$ cat src/include/cube_config.svh
`ifndef CUBE_CONFIG_SVH
`define CUBE_CONFIG_SVH

// Serial receiver, system clocks per bit
`define CUBE_CLKS_PER_BIT 8

// Servo PWM frame and high time per duty code unit
`define CUBE_SERVO_FRAME_CLKS 200
`define CUBE_SERVO_UNIT_CLKS 20

// Full frames a new position is held before the step completes
`define CUBE_SETTLE_FRAMES 2

// One directional and one gripper servo per row
`define CUBE_NUM_SERVOS 4

`endif

$ cat src/logic/cube_pkg.sv
package cube_pkg;

    // Row moves, encoded as the index of the servo pair that turns the row
    typedef enum logic [1:0] {
        cmd_left   = 2'd0,
        cmd_top    = 2'd1,
        cmd_bottom = 2'd2,
        cmd_right  = 2'd3
    } cube_cmd_e;

    // Duty codes in units of the servo pulse step
    typedef enum logic [2:0] {
        pos_rest        = 3'd1,  // directional at 0 degrees, gripper open
        pos_grip_closed = 3'd2,
        pos_turned      = 3'd3   // directional at 90 degrees
    } servo_pos_e;

    typedef enum logic {
        grp_dir  = 1'b0,
        grp_grip = 1'b1
    } servo_group_e;

    // One servo move on the step link
    typedef struct packed {
        servo_group_e group;
        logic [1:0]   index;
        servo_pos_e   pos;
    } servo_step_t;

endpackage

$ cat src/logic/cube_solver_top.sv
`timescale 1ns/1ps
`include "cube_config.svh"

module cube_solver_top (
    input  logic                        i_sys_clk,
    input  logic                        i_arst_n,
    input  logic                        i_rx_serial,
    output logic [`CUBE_NUM_SERVOS-1:0] o_servo_dir,
    output logic [`CUBE_NUM_SERVOS-1:0] o_servo_grip,
    output logic                        o_busy
);

    import cube_pkg::*;

    logic [7:0]  rx_byte;
    logic        rx_byte_valid;
    logic        cmd_req;
    cube_cmd_e   cmd;
    logic        cmd_ack;
    logic        step_req;
    servo_step_t step;
    logic        step_ack;

    //////////////////////////////////////////////////
    // Serial in and command decode
    //////////////////////////////////////////////////

    uart_rx u_uart_rx (
        .i_sys_clk    (i_sys_clk),
        .i_arst_n     (i_arst_n),
        .i_rx_serial  (i_rx_serial),
        .o_byte       (rx_byte),
        .o_byte_valid (rx_byte_valid)
    );

    move_decoder u_move_decoder (
        .i_sys_clk    (i_sys_clk),
        .i_arst_n     (i_arst_n),
        .i_byte       (rx_byte),
        .i_byte_valid (rx_byte_valid),
        .o_cmd_req    (cmd_req),
        .o_cmd        (cmd),
        .i_cmd_ack    (cmd_ack)
    );

    //////////////////////////////////////////////////
    // Move execution and servo outputs
    //////////////////////////////////////////////////

    move_sequencer u_move_sequencer (
        .i_sys_clk  (i_sys_clk),
        .i_arst_n   (i_arst_n),
        .i_cmd_req  (cmd_req),
        .i_cmd      (cmd),
        .o_cmd_ack  (cmd_ack),
        .o_step_req (step_req),
        .o_step     (step),
        .i_step_ack (step_ack),
        .o_busy     (o_busy)
    );

    servo_pwm_bank u_servo_pwm_bank (
        .i_sys_clk    (i_sys_clk),
        .i_arst_n     (i_arst_n),
        .i_step_req   (step_req),
        .i_step       (step),
        .o_step_ack   (step_ack),
        .o_servo_dir  (o_servo_dir),
        .o_servo_grip (o_servo_grip)
    );

endmodule

$ cat src/logic/move_decoder.sv
`timescale 1ns/1ps

module move_decoder (
    input  logic                i_sys_clk,
    input  logic                i_arst_n,
    input  logic [7:0]          i_byte,
    input  logic                i_byte_valid,
    output logic                o_cmd_req,
    output cube_pkg::cube_cmd_e o_cmd,
    input  logic                i_cmd_ack
);

    import cube_pkg::*;

    logic      is_cmd;
    cube_cmd_e byte_cmd;
    logic      launch;

    // Command characters
    always_comb begin
        is_cmd   = 1'b1;
        byte_cmd = cmd_left;
        case (i_byte)
            "L":     byte_cmd = cmd_left;
            "T":     byte_cmd = cmd_top;
            "B":     byte_cmd = cmd_bottom;
            "R":     byte_cmd = cmd_right;
            default: is_cmd = 1'b0;
        endcase
    end

    // Only when the link is fully idle
    assign launch = i_byte_valid && is_cmd && !o_cmd_req && !i_cmd_ack;

    always_ff @(posedge i_sys_clk or negedge i_arst_n) begin
        if (!i_arst_n) begin
            o_cmd_req <= 1'b0;
        end else if (launch) begin
            o_cmd_req <= 1'b1;
        end else if (o_cmd_req && i_cmd_ack) begin
            o_cmd_req <= 1'b0;
        end
    end

    always_ff @(posedge i_sys_clk) begin
        if (launch) begin
            o_cmd <= byte_cmd;
        end
    end

endmodule

$ cat src/logic/move_sequencer.sv
`timescale 1ns/1ps

module move_sequencer (
    input  logic                  i_sys_clk,
    input  logic                  i_arst_n,
    input  logic                  i_cmd_req,
    input  cube_pkg::cube_cmd_e   i_cmd,
    output logic                  o_cmd_ack,
    output logic                  o_step_req,
    output cube_pkg::servo_step_t o_step,
    input  logic                  i_step_ack,
    output logic                  o_busy
);

    import cube_pkg::*;

    typedef enum logic [1:0] {st_idle, st_gap, st_req, st_release} seq_state_e;

    seq_state_e state;
    logic [1:0] step_cnt;
    logic [1:0] row_idx;
    logic       take_cmd;

    // A request during a move is acknowledged and thrown away
    assign take_cmd = i_cmd_req && !o_cmd_ack && (state == st_idle);

    //////////////////////////////////////////////////
    // Command link
    //////////////////////////////////////////////////

    always_ff @(posedge i_sys_clk or negedge i_arst_n) begin
        if (!i_arst_n) begin
            o_cmd_ack <= 1'b0;
        end else if (i_cmd_req && !o_cmd_ack) begin
            o_cmd_ack <= 1'b1;
        end else if (!i_cmd_req && o_cmd_ack) begin
            o_cmd_ack <= 1'b0;
        end
    end

    // Command encoding is the servo index
    always_ff @(posedge i_sys_clk) begin
        if (take_cmd) begin
            row_idx <= i_cmd;
        end
    end

    //////////////////////////////////////////////////
    // Step link
    //////////////////////////////////////////////////

    always_ff @(posedge i_sys_clk or negedge i_arst_n) begin
        if (!i_arst_n) begin
            state      <= st_idle;
            step_cnt   <= '0;
            o_step_req <= 1'b0;
            o_busy     <= 1'b0;
        end else begin
            case (state)
                st_idle: begin
                    if (take_cmd) begin
                        step_cnt <= '0;
                        state    <= st_gap;
                    end
                end
                st_gap: begin
                    o_step_req <= 1'b1;
                    o_busy     <= 1'b1;
                    state      <= st_req;
                end
                st_req: begin
                    if (i_step_ack) begin
                        o_step_req <= 1'b0;
                        state      <= st_release;
                    end
                end
                st_release: begin
                    if (!i_step_ack) begin
                        if (step_cnt == 2'd3) begin
                            o_busy <= 1'b0;
                            state  <= st_idle;
                        end else begin
                            step_cnt <= step_cnt + 1'b1;
                            state    <= st_gap;
                        end
                    end
                end
                default: state <= st_idle;
            endcase
        end
    end

    // Grip, turn, release, return
    always_comb begin
        o_step.index = row_idx;
        case (step_cnt)
            2'd0: begin
                o_step.group = grp_grip;
                o_step.pos   = pos_grip_closed;
            end
            2'd1: begin
                o_step.group = grp_dir;
                o_step.pos   = pos_turned;
            end
            2'd2: begin
                o_step.group = grp_grip;
                o_step.pos   = pos_rest;
            end
            default: begin
                o_step.group = grp_dir;
                o_step.pos   = pos_rest;
            end
        endcase
    end

endmodule

$ cat src/logic/servo_pwm_bank.sv
`timescale 1ns/1ps
`include "cube_config.svh"

module servo_pwm_bank (
    input  logic                        i_sys_clk,
    input  logic                        i_arst_n,
    input  logic                        i_step_req,
    input  cube_pkg::servo_step_t       i_step,
    output logic                        o_step_ack,
    output logic [`CUBE_NUM_SERVOS-1:0] o_servo_dir,
    output logic [`CUBE_NUM_SERVOS-1:0] o_servo_grip
);

    import cube_pkg::*;

    localparam int frame_w  = $clog2(`CUBE_SERVO_FRAME_CLKS);
    localparam int settle_w = $clog2(`CUBE_SETTLE_FRAMES + 1);
    localparam logic [frame_w-1:0]  frame_last  = frame_w'(`CUBE_SERVO_FRAME_CLKS - 1);
    localparam logic [settle_w-1:0] settle_last = settle_w'(`CUBE_SETTLE_FRAMES - 1);

    logic [frame_w-1:0]  frame_cnt;
    logic                frame_end;
    logic                req_d;
    logic                pend_valid;
    servo_step_t         pend_step;
    logic                settling;
    logic [settle_w-1:0] settle_cnt;
    servo_pos_e          dir_pos  [`CUBE_NUM_SERVOS];
    servo_pos_e          grip_pos [`CUBE_NUM_SERVOS];

    function automatic logic [frame_w-1:0] high_clks(input servo_pos_e pos);
        return frame_w'(int'(pos) * `CUBE_SERVO_UNIT_CLKS);
    endfunction

    //////////////////////////////////////////////////
    // Frame timing
    //////////////////////////////////////////////////

    assign frame_end = (frame_cnt == frame_last);

    always_ff @(posedge i_sys_clk or negedge i_arst_n) begin
        if (!i_arst_n) begin
            frame_cnt <= '0;
        end else begin
            frame_cnt <= frame_end ? '0 : frame_cnt + 1'b1;
        end
    end

    //////////////////////////////////////////////////
    // Step handling
    //////////////////////////////////////////////////

    always_ff @(posedge i_sys_clk) begin
        if (i_step_req && !req_d) begin
            pend_step <= i_step;
        end
    end

    always_ff @(posedge i_sys_clk or negedge i_arst_n) begin
        if (!i_arst_n) begin
            req_d      <= 1'b0;
            pend_valid <= 1'b0;
            settling   <= 1'b0;
            settle_cnt <= '0;
            o_step_ack <= 1'b0;
            for (int n = 0; n < `CUBE_NUM_SERVOS; n++) begin
                dir_pos[n]  <= pos_rest;
                grip_pos[n] <= pos_rest;
            end
        end else begin
            req_d <= i_step_req;
            if (i_step_req && !req_d) begin
                pend_valid <= 1'b1;
            end
            if (frame_end) begin
                // New target takes effect with the next frame
                if (pend_valid) begin
                    if (pend_step.group == grp_grip) begin
                        grip_pos[pend_step.index] <= pend_step.pos;
                    end else begin
                        dir_pos[pend_step.index] <= pend_step.pos;
                    end
                    pend_valid <= 1'b0;
                    settling   <= 1'b1;
                    settle_cnt <= '0;
                end else if (settling) begin
                    if (settle_cnt == settle_last) begin
                        settling   <= 1'b0;
                        o_step_ack <= 1'b1;
                    end else begin
                        settle_cnt <= settle_cnt + 1'b1;
                    end
                end
            end
            if (o_step_ack && !i_step_req) begin
                o_step_ack <= 1'b0;
            end
        end
    end

    // Pulses high at the start of each frame
    always_ff @(posedge i_sys_clk or negedge i_arst_n) begin
        if (!i_arst_n) begin
            o_servo_dir  <= '0;
            o_servo_grip <= '0;
        end else begin
            for (int n = 0; n < `CUBE_NUM_SERVOS; n++) begin
                o_servo_dir[n]  <= (frame_cnt < high_clks(dir_pos[n]));
                o_servo_grip[n] <= (frame_cnt < high_clks(grip_pos[n]));
            end
        end
    end

endmodule

$ cat src/logic/uart_rx.sv
`timescale 1ns/1ps
`include "cube_config.svh"

module uart_rx (
    input  logic       i_sys_clk,
    input  logic       i_arst_n,
    input  logic       i_rx_serial,
    output logic [7:0] o_byte,
    output logic       o_byte_valid
);

    localparam int cnt_w = $clog2(`CUBE_CLKS_PER_BIT);
    localparam logic [cnt_w-1:0] bit_last  = cnt_w'(`CUBE_CLKS_PER_BIT - 1);
    localparam logic [cnt_w-1:0] half_last = cnt_w'(`CUBE_CLKS_PER_BIT / 2 - 1);

    typedef enum logic [1:0] {st_idle, st_start, st_data, st_stop} rx_state_e;

    logic [1:0]       rx_sync;
    logic             rx_prev;
    rx_state_e        state;
    logic [cnt_w-1:0] clk_cnt;
    logic [2:0]       bit_idx;
    logic [7:0]       shift;

    // Two-flop synchronizer, plus one flop for start edge detection
    always_ff @(posedge i_sys_clk or negedge i_arst_n) begin
        if (!i_arst_n) begin
            rx_sync <= 2'b11;
            rx_prev <= 1'b1;
        end else begin
            rx_sync <= {rx_sync[0], i_rx_serial};
            rx_prev <= rx_sync[1];
        end
    end

    always_ff @(posedge i_sys_clk or negedge i_arst_n) begin
        if (!i_arst_n) begin
            state        <= st_idle;
            clk_cnt      <= '0;
            bit_idx      <= '0;
            o_byte_valid <= 1'b0;
        end else begin
            o_byte_valid <= 1'b0;
            case (state)
                st_idle: begin
                    clk_cnt <= '0;
                    bit_idx <= '0;
                    // A held low line after a bad frame is not a new start
                    if (rx_prev && !rx_sync[1]) begin
                        state <= st_start;
                    end
                end
                st_start: begin
                    if (clk_cnt == half_last) begin
                        clk_cnt <= '0;
                        state   <= rx_sync[1] ? st_idle : st_data;
                    end else begin
                        clk_cnt <= clk_cnt + 1'b1;
                    end
                end
                st_data: begin
                    if (clk_cnt == bit_last) begin
                        clk_cnt <= '0;
                        bit_idx <= bit_idx + 1'b1;
                        if (bit_idx == 3'd7) begin
                            state <= st_stop;
                        end
                    end else begin
                        clk_cnt <= clk_cnt + 1'b1;
                    end
                end
                st_stop: begin
                    if (clk_cnt == bit_last) begin
                        // Framing error leaves the strobe low
                        o_byte_valid <= rx_sync[1];
                        state        <= st_idle;
                    end else begin
                        clk_cnt <= clk_cnt + 1'b1;
                    end
                end
                default: state <= st_idle;
            endcase
        end
    end

    // LSB first, sampled mid bit
    always_ff @(posedge i_sys_clk) begin
        if (state == st_data && clk_cnt == bit_last) begin
            shift <= {rx_sync[1], shift[7:1]};
        end
    end

    assign o_byte = shift;

endmodule

$ cat config.mk
export PLATFORM = sky130hd
export DESIGN_NAME = cube_solver_top
export DESIGN_NICKNAME = d
export VERILOG_FILES = /design/src/logic/cube_pkg.sv /design/src/logic/cube_solver_top.sv /design/src/logic/move_decoder.sv /design/src/logic/move_sequencer.sv /design/src/logic/servo_pwm_bank.sv /design/src/logic/uart_rx.sv
export VERILOG_INCLUDE_DIRS = /design/src /design/src/include
export SDC_FILE = /design/constraint.sdc
export NUM_CORES = 1
export LEC_CHECK = 0
export BUFFER_PORTS_ARGS = -buffer_cell sky130_fd_sc_hd__buf_4
export CORE_ASPECT_RATIO = 0.5
export CORE_MARGIN = 2
export CORE_UTILIZATION = 25
export CTS_CLUSTER_DIAMETER = 150
export DETAILED_ROUTE_END_ITERATION = 8
export PLACE_DENSITY = 0.51
export SLEW_MARGIN = 20
export SYNTH_ARGS = -nofsm -noshare
export SYNTH_HDL_FRONTEND = slang
export SYNTH_SLANG_ARGS = --single-unit
$ cat constraint.sdc
create_clock -name i_sys_clk -period 2.5 [get_ports i_sys_clk]
set_clock_uncertainty 0.2 [all_clocks]
set_input_delay 0.375 -clock i_sys_clk [delete_from_list [all_inputs] [get_ports i_sys_clk]]
set_output_delay 0.375 -clock i_sys_clk [all_outputs]
set_load 0.01 [all_outputs]
=== Yosys cells after proc, flatten, opt, wreduce, memory -nomap -nowiden ===
Index checks and enable logic that the tools add are counted.
Widths: inputs -> output; s select.

* Bits in registers: 84
* Logic and storage cells: 188

* Add/subtract/negate cells: 5
* Multiply operators: 8
* Magnitude comparators: 10
* Eq/ne operators: 31
* Multiplexer cells: 56
* Bitwise operators: 2
* Reduce and logical (&&, ||, !) cells: 42

{| class="wikitable"
|+ Operator list
! kind !! count
|-
| $lt 8x8->1 || 8
|-
| $mul 3x3->6 const B || 8
|-
| $eq 8x7->1 const B || 4
|-
| $mux 2 || 15
|-
| $bwmux 12 || 2
|-
| $mux 1 || 23
|-
| $reduce_bool 2->1 || 10
|-
| $ne 2x1->1 const B || 9
|-
| $pmux 2 s4 || 2
|-
| $mux 3 || 5
|-
| $reduce_and 3->1 || 5
|-
| $eq 2x2->1 const B || 6
|-
| $logic_and 1x1->1 || 12
|-
| $pmux 3 s4 || 1
|-
| $add 8x1->8 const B || 1
|-
| $eq 2x1->1 const B || 4
|-
| $eq 8x8->1 const B || 1
|-
| $mux 8 || 1
|-
| $ne 2x2->1 const B || 4
|-
| $pmux 2 s2 || 2
|-
| $reduce_and 4->1 || 2
|-
| $add 3x1->3 const B || 2
|-
| $demux 3 s2 || 1
|-
| $eq 3x3->1 const B || 2
|-
| other kinds (15) || 24
|}

=== Depth between registers and ports, before layout ===
* Depth after elaboration: 7
* Gate-level depth with buffers: 6
* Mapped depth without buffers: 6

=== Hierarchy ===
From an unflattened synthesis, not the netlist that was laid out.

* Cells, all modules: 448
* Area, all modules: 5006.1 um2

{| class="wikitable"
|+ Modules (own cells, without submodules)
! module !! times used !! cells an instance !! area each (um2)
|-
| servo_pwm_bank || 1 || 295 || 3284.4
|-
| uart_rx || 1 || 74 || 908.4
|-
| move_sequencer || 1 || 61 || 631.9
|-
| move_decoder || 1 || 18 || 181.4
|}

=== Worst setup path before layout ===
No wires, ideal clock.

* Path kind: reg2reg
* Start: register u_servo_pwm_bank.frame_cnt[4]
* End: register u_servo_pwm_bank.dir_pos[7] (netlist bit)
* Arrival time: 1.894 ns
* Path slack: 0.281 ns
* Cell stages (with the launch flop): 5
* Buffers on the path: 1
* Cell sequence: dfrtp_1 > buf_6 > or3b_4 > or4b_4 > mux2_4

* Longest elaborated chain between the ends: 2

{| class="wikitable"
|+ RTL lines
! what !! RTL line !! text
|-
| from (decl) || servo_pwm_bank.sv:21 || <nowiki>logic [frame_w-1:0] frame_cnt;</nowiki>
|-
| from (signal assigned) || servo_pwm_bank.sv:45 || <nowiki>frame_cnt <= frame_end ? '0 : frame_cnt + 1'b1;</nowiki>
|-
| $eq 8x8->1 || servo_pwm_bank.sv:39 || <nowiki>assign frame_end = (frame_cnt == frame_last);</nowiki>
|-
| $reduce_and 3->1 (no line) || n/a ||
|-
| to (signal, indexed assignment) || servo_pwm_bank.sv:67 || <nowiki>dir_pos[n] <= pos_rest;</nowiki>
|-
| to (signal, indexed assignment) || servo_pwm_bank.sv:81 || <nowiki>dir_pos[pend_step.index] <= pend_step.pos;</nowiki>
|-
| to (decl) || servo_pwm_bank.sv:28 || <nowiki>servo_pos_e dir_pos [`CUBE_NUM_SERVOS];</nowiki>
|}

No other way between the ends.
A chain may end at the register's enable or synchronous reset.

=== Worst setup path in the final report ===
* Start: register u_servo_pwm_bank.frame_cnt[0]
* End: register u_servo_pwm_bank.grip_pos[10] (netlist bit)

* Longest elaborated chain between the ends: 2

{| class="wikitable"
|+ RTL lines
! what !! RTL line !! text
|-
| $eq 8x8->1 || servo_pwm_bank.sv:39 ||
|-
| $reduce_and 3->1 (no line) || n/a ||
|-
| to (signal, indexed assignment) || servo_pwm_bank.sv:68 || <nowiki>grip_pos[n] <= pos_rest;</nowiki>
|-
| to (signal, indexed assignment) || servo_pwm_bank.sv:79 || <nowiki>grip_pos[pend_step.index] <= pend_step.pos;</nowiki>
|-
| to (decl) || servo_pwm_bank.sv:29 || <nowiki>servo_pos_e grip_pos [`CUBE_NUM_SERVOS];</nowiki>
|}

No other way between the ends.

==> impl_metrics.ini <==
[job]
drv_cap = 0

[route]
drt-met1-wl_um = 3870
drt_first_pass_iters = 4
drtIter0Drc = 149
dr_wl_met2_um = 3340
wl_met3_um = 224
wl_um = 7520
routed_via_density = 4.50
post_drt_wl_per_cell_um = 13.1
drc = 0
via_count = 2575
drt.antenna.violating_nets = 0
highest_layer = met4

[placement]
place_ws_ps = 444
place_congestion = 0.761
io_buffer_count = 11
dp_hpwl_um = 5200

[timing]
slew_headroom_pct = 50.4
final.setup.tns_ps = 0
hold_slack_ps = 156
finalSetupViolCount = 0
setup_slack_ps = 425
period_needed_ps = 2070
max_freq_ghz = 0.482
finalHoldViolations = 0
drv_slew = 0
fin_crit_sh_pct = 83.0
worst_pin_slew_ps = 743
rsz0062_at_grt = no

[yosys]
async_flop_share_pct = 77.3
syn_inst = 341
ys_seq_elements = 75
syn-num-nets = 385
synth_simple_gate_area_share_pct = 13.6
synth-xor-area-share_pct = 1.10
synthMuxAreaShare_pct = 5.82
synth_top_area_share_pct = 29.4
syn_area_um2 = 4000
netlist.top_cell.by_area = dfrtp_1
synth_area_leaders = dfrtp_1, ha_1, edfxtp_1
ys.warnings.count = 0
synth_fa_ha_area_share_pct = 12.8
syn_avg_cell_area_um2 = 11.7
synth_cell_types = 60
ys_seq_area_share_pct = 49.4
synth_edf_count = 17
synth_ff_type = dfrtp_1
synth_compound_area_share_pct = 12.4
synth_top_family_by_area = simple AND/OR/NAND/NOR gates

[worst_hold_path]
min_path_type = reg2reg
min_path_cells = 0

[setup_path]
arrival_ps = 2100
crit_path_max_fanout = 9
critPathCaptureType = register
rr_startpoint = u_servo_pwm_bank.frame_cnt[0]
critPathLaunch = u_servo_pwm_bank.frame_cnt[0]
r2r-end = u_servo_pwm_bank.grip_pos[10]
worstPathCellList = ha_1, nand4b_1, nor4_1, mux2_2
cpPeakStageDelay_ps = 460
cp.required_ps = 2530
cp-endpoint = u_servo_pwm_bank.grip_pos[10]
criticalPathCategory = reg2reg
crit_slowest_cell = nor4_1
reg2reg_depth = 4
worst_setup_path_start_kind = register
r2r_slack_ps = 430

[power_and_ir_drop]
p_clk_share_pct = 37.2
p_sw_share_pct = 29.7
powerDensity_nw_per_um2 = 741
total_power_mw = 3.44
leakagePower_nw = 1.91
p_seq_share_pct = 44.5
internal_power_mw = 2.41
switchingPower_mw = 1.02
combPwrFrac_pct = 18.3
ir_drop_mv = 0.312

[finish]
fillers = 1586
layout_commonest_cell = dfrtp_1
final_cell_mix = dfrtp_1, ha_1, inv_1
antenna_cells = 0
layout-drive-gt1-share_pct = 20.4
area_growth_pct = 16.0
nets = 407

[die]
die_y_um = 93.4
die_w_um = 183
io_pins = 12
initial_utilization_pct = 25.7
die-area_um2 = 17100
rows = 32
design.core.area_um2 = 15500

[cts]
ctsLongestPathBuffers = 2
path_clk_slew_ps = 70
htree_levels = 3
cts_resized = 0
cts.sinks = 75
cts_buffers = 9
cts_tree = yes
clockRootBuffer = clkbuf_16
clk_latency_ps = 340

[global_route]
grt_overflow = 0
antenna_found_initial = 0
grt_pass1_vias = 2513
grt_max_degree = 59
grt_pass1_wl_um = 13000
track_usage_pct = 9.75

[status]
status = finished clean
-- cells in the mapped netlist, types with 9 or more instances --
cell type and number:
o21ai_0 11, nand2_1 9, mux2_2 18, nor3_1 10, inv_1 30, nand2b_1 14, nor2_1 16, dfstp_2 11
edfxtp_1 17, ha_1 41, dfrtp_1 47, a22o_1 10
-- per-layer routing --
metal  vias to the layer above  GRT usage [%]
li1                       1294              -
met1                      1240           12.9
met2                        32           15.4
met3                         9           2.92
met4                         0           2.80
met5                         -              0
-- through the flow --
step / util, % / cell area [µm²] / std cells
5_1_grt: 29.8 / 4630 / 572
3_5_place_dp: 27.8 / 4320 / 554
4_1_cts: 29.8 / 4630 / 572
6_report: 29.8 / 4630 / 572
2_1_floorplan: - / 4000 / 341
3_3_place_gp: 27.8 / 4320 / 554
-- cells by family after synthesis --
| group | Yosys count |
|---|---|
| buffers and inverters | 41 |
| flip-flops | 75 |
| XOR/XNOR | 5 |
| AND/OR/NAND/NOR | 93 |
| adder cells (fa/ha/maj) | 41 |
| multiplexers | 20 |
| AO/OA/AOI/OAI | 66 |
-- area by class of cell --
class                      count  area (µm²)  area share, %
multi-input combinational    225        1830           39.4
tap                          204         255           5.51
inverter                      30         113           2.43
sequential                    75        1980           42.6
clock buffer                   9         225           4.86
timing repair buffer          22         170           3.67
clock inverter                 7        67.6           1.46
-- worst min-delay path by stage --
stage | from | end
global route | u_uart_rx.rx_sync[0] | u_uart_rx.rx_sync[1]
detailed placement | u_uart_rx.rx_sync[0] | u_uart_rx.rx_sync[1]
CTS | u_uart_rx.rx_sync[0] | u_uart_rx.rx_sync[1]
floorplan | i_arst_n | asynchronous set/reset pin
finish | u_uart_rx.rx_sync[0] | u_uart_rx.rx_sync[1]
global placement | u_uart_rx.rx_sync[0] | u_uart_rx.rx_sync[1]
-- registers in the layout, summed over array words and instances, names as in the netlist, 2 cells and up, named ones only --
signal                         cells
u_move_decoder.o_cmd               2
u_servo_pwm_bank.dir_pos           8
u_servo_pwm_bank.o_servo_dir       4
u_uart_rx.rx_sync                  2
u_servo_pwm_bank.pend_step         5
u_servo_pwm_bank.o_servo_grip      4
u_servo_pwm_bank.settle_cnt        2
u_uart_rx.clk_cnt                  3
u_move_sequencer.step_cnt          2
u_move_sequencer.row_idx           2
u_uart_rx.bit_idx                  3
u_uart_rx.o_byte                   8
u_servo_pwm_bank.frame_cnt         8
u_move_sequencer.state             2
u_servo_pwm_bank.grip_pos          8
-- critical path, delay by kind of cell, from the launching register on --
family                   cells  cell delay (ps)
adder cells (fa/ha/maj)      1              360
flip-flops                   1              380
multiplexers                 1              390
AND/OR/NAND/NOR              2              630
-- timing repair --
| action | CTS | global route |
|---|---|---|
| setup buffers | 0 | 0 |
| endpoints found under the hold margin | 48 | 0 |
| hold buffers | 2 | 0 |
-- power by group through the flow --
stage	sequential, mW	combinational [mW]	clock, mW
2_1_floorplan	1.48	0.550	0
3_3_place_gp	1.55	0.629	0
3_5_place_dp	1.55	0.635	0
4_1_cts	1.53	0.642	1.32
5_1_grt	1.56	0.739	1.37
6_report	1.53	0.630	1.28
No activity file was read; power rests on OpenSTA's default activity.
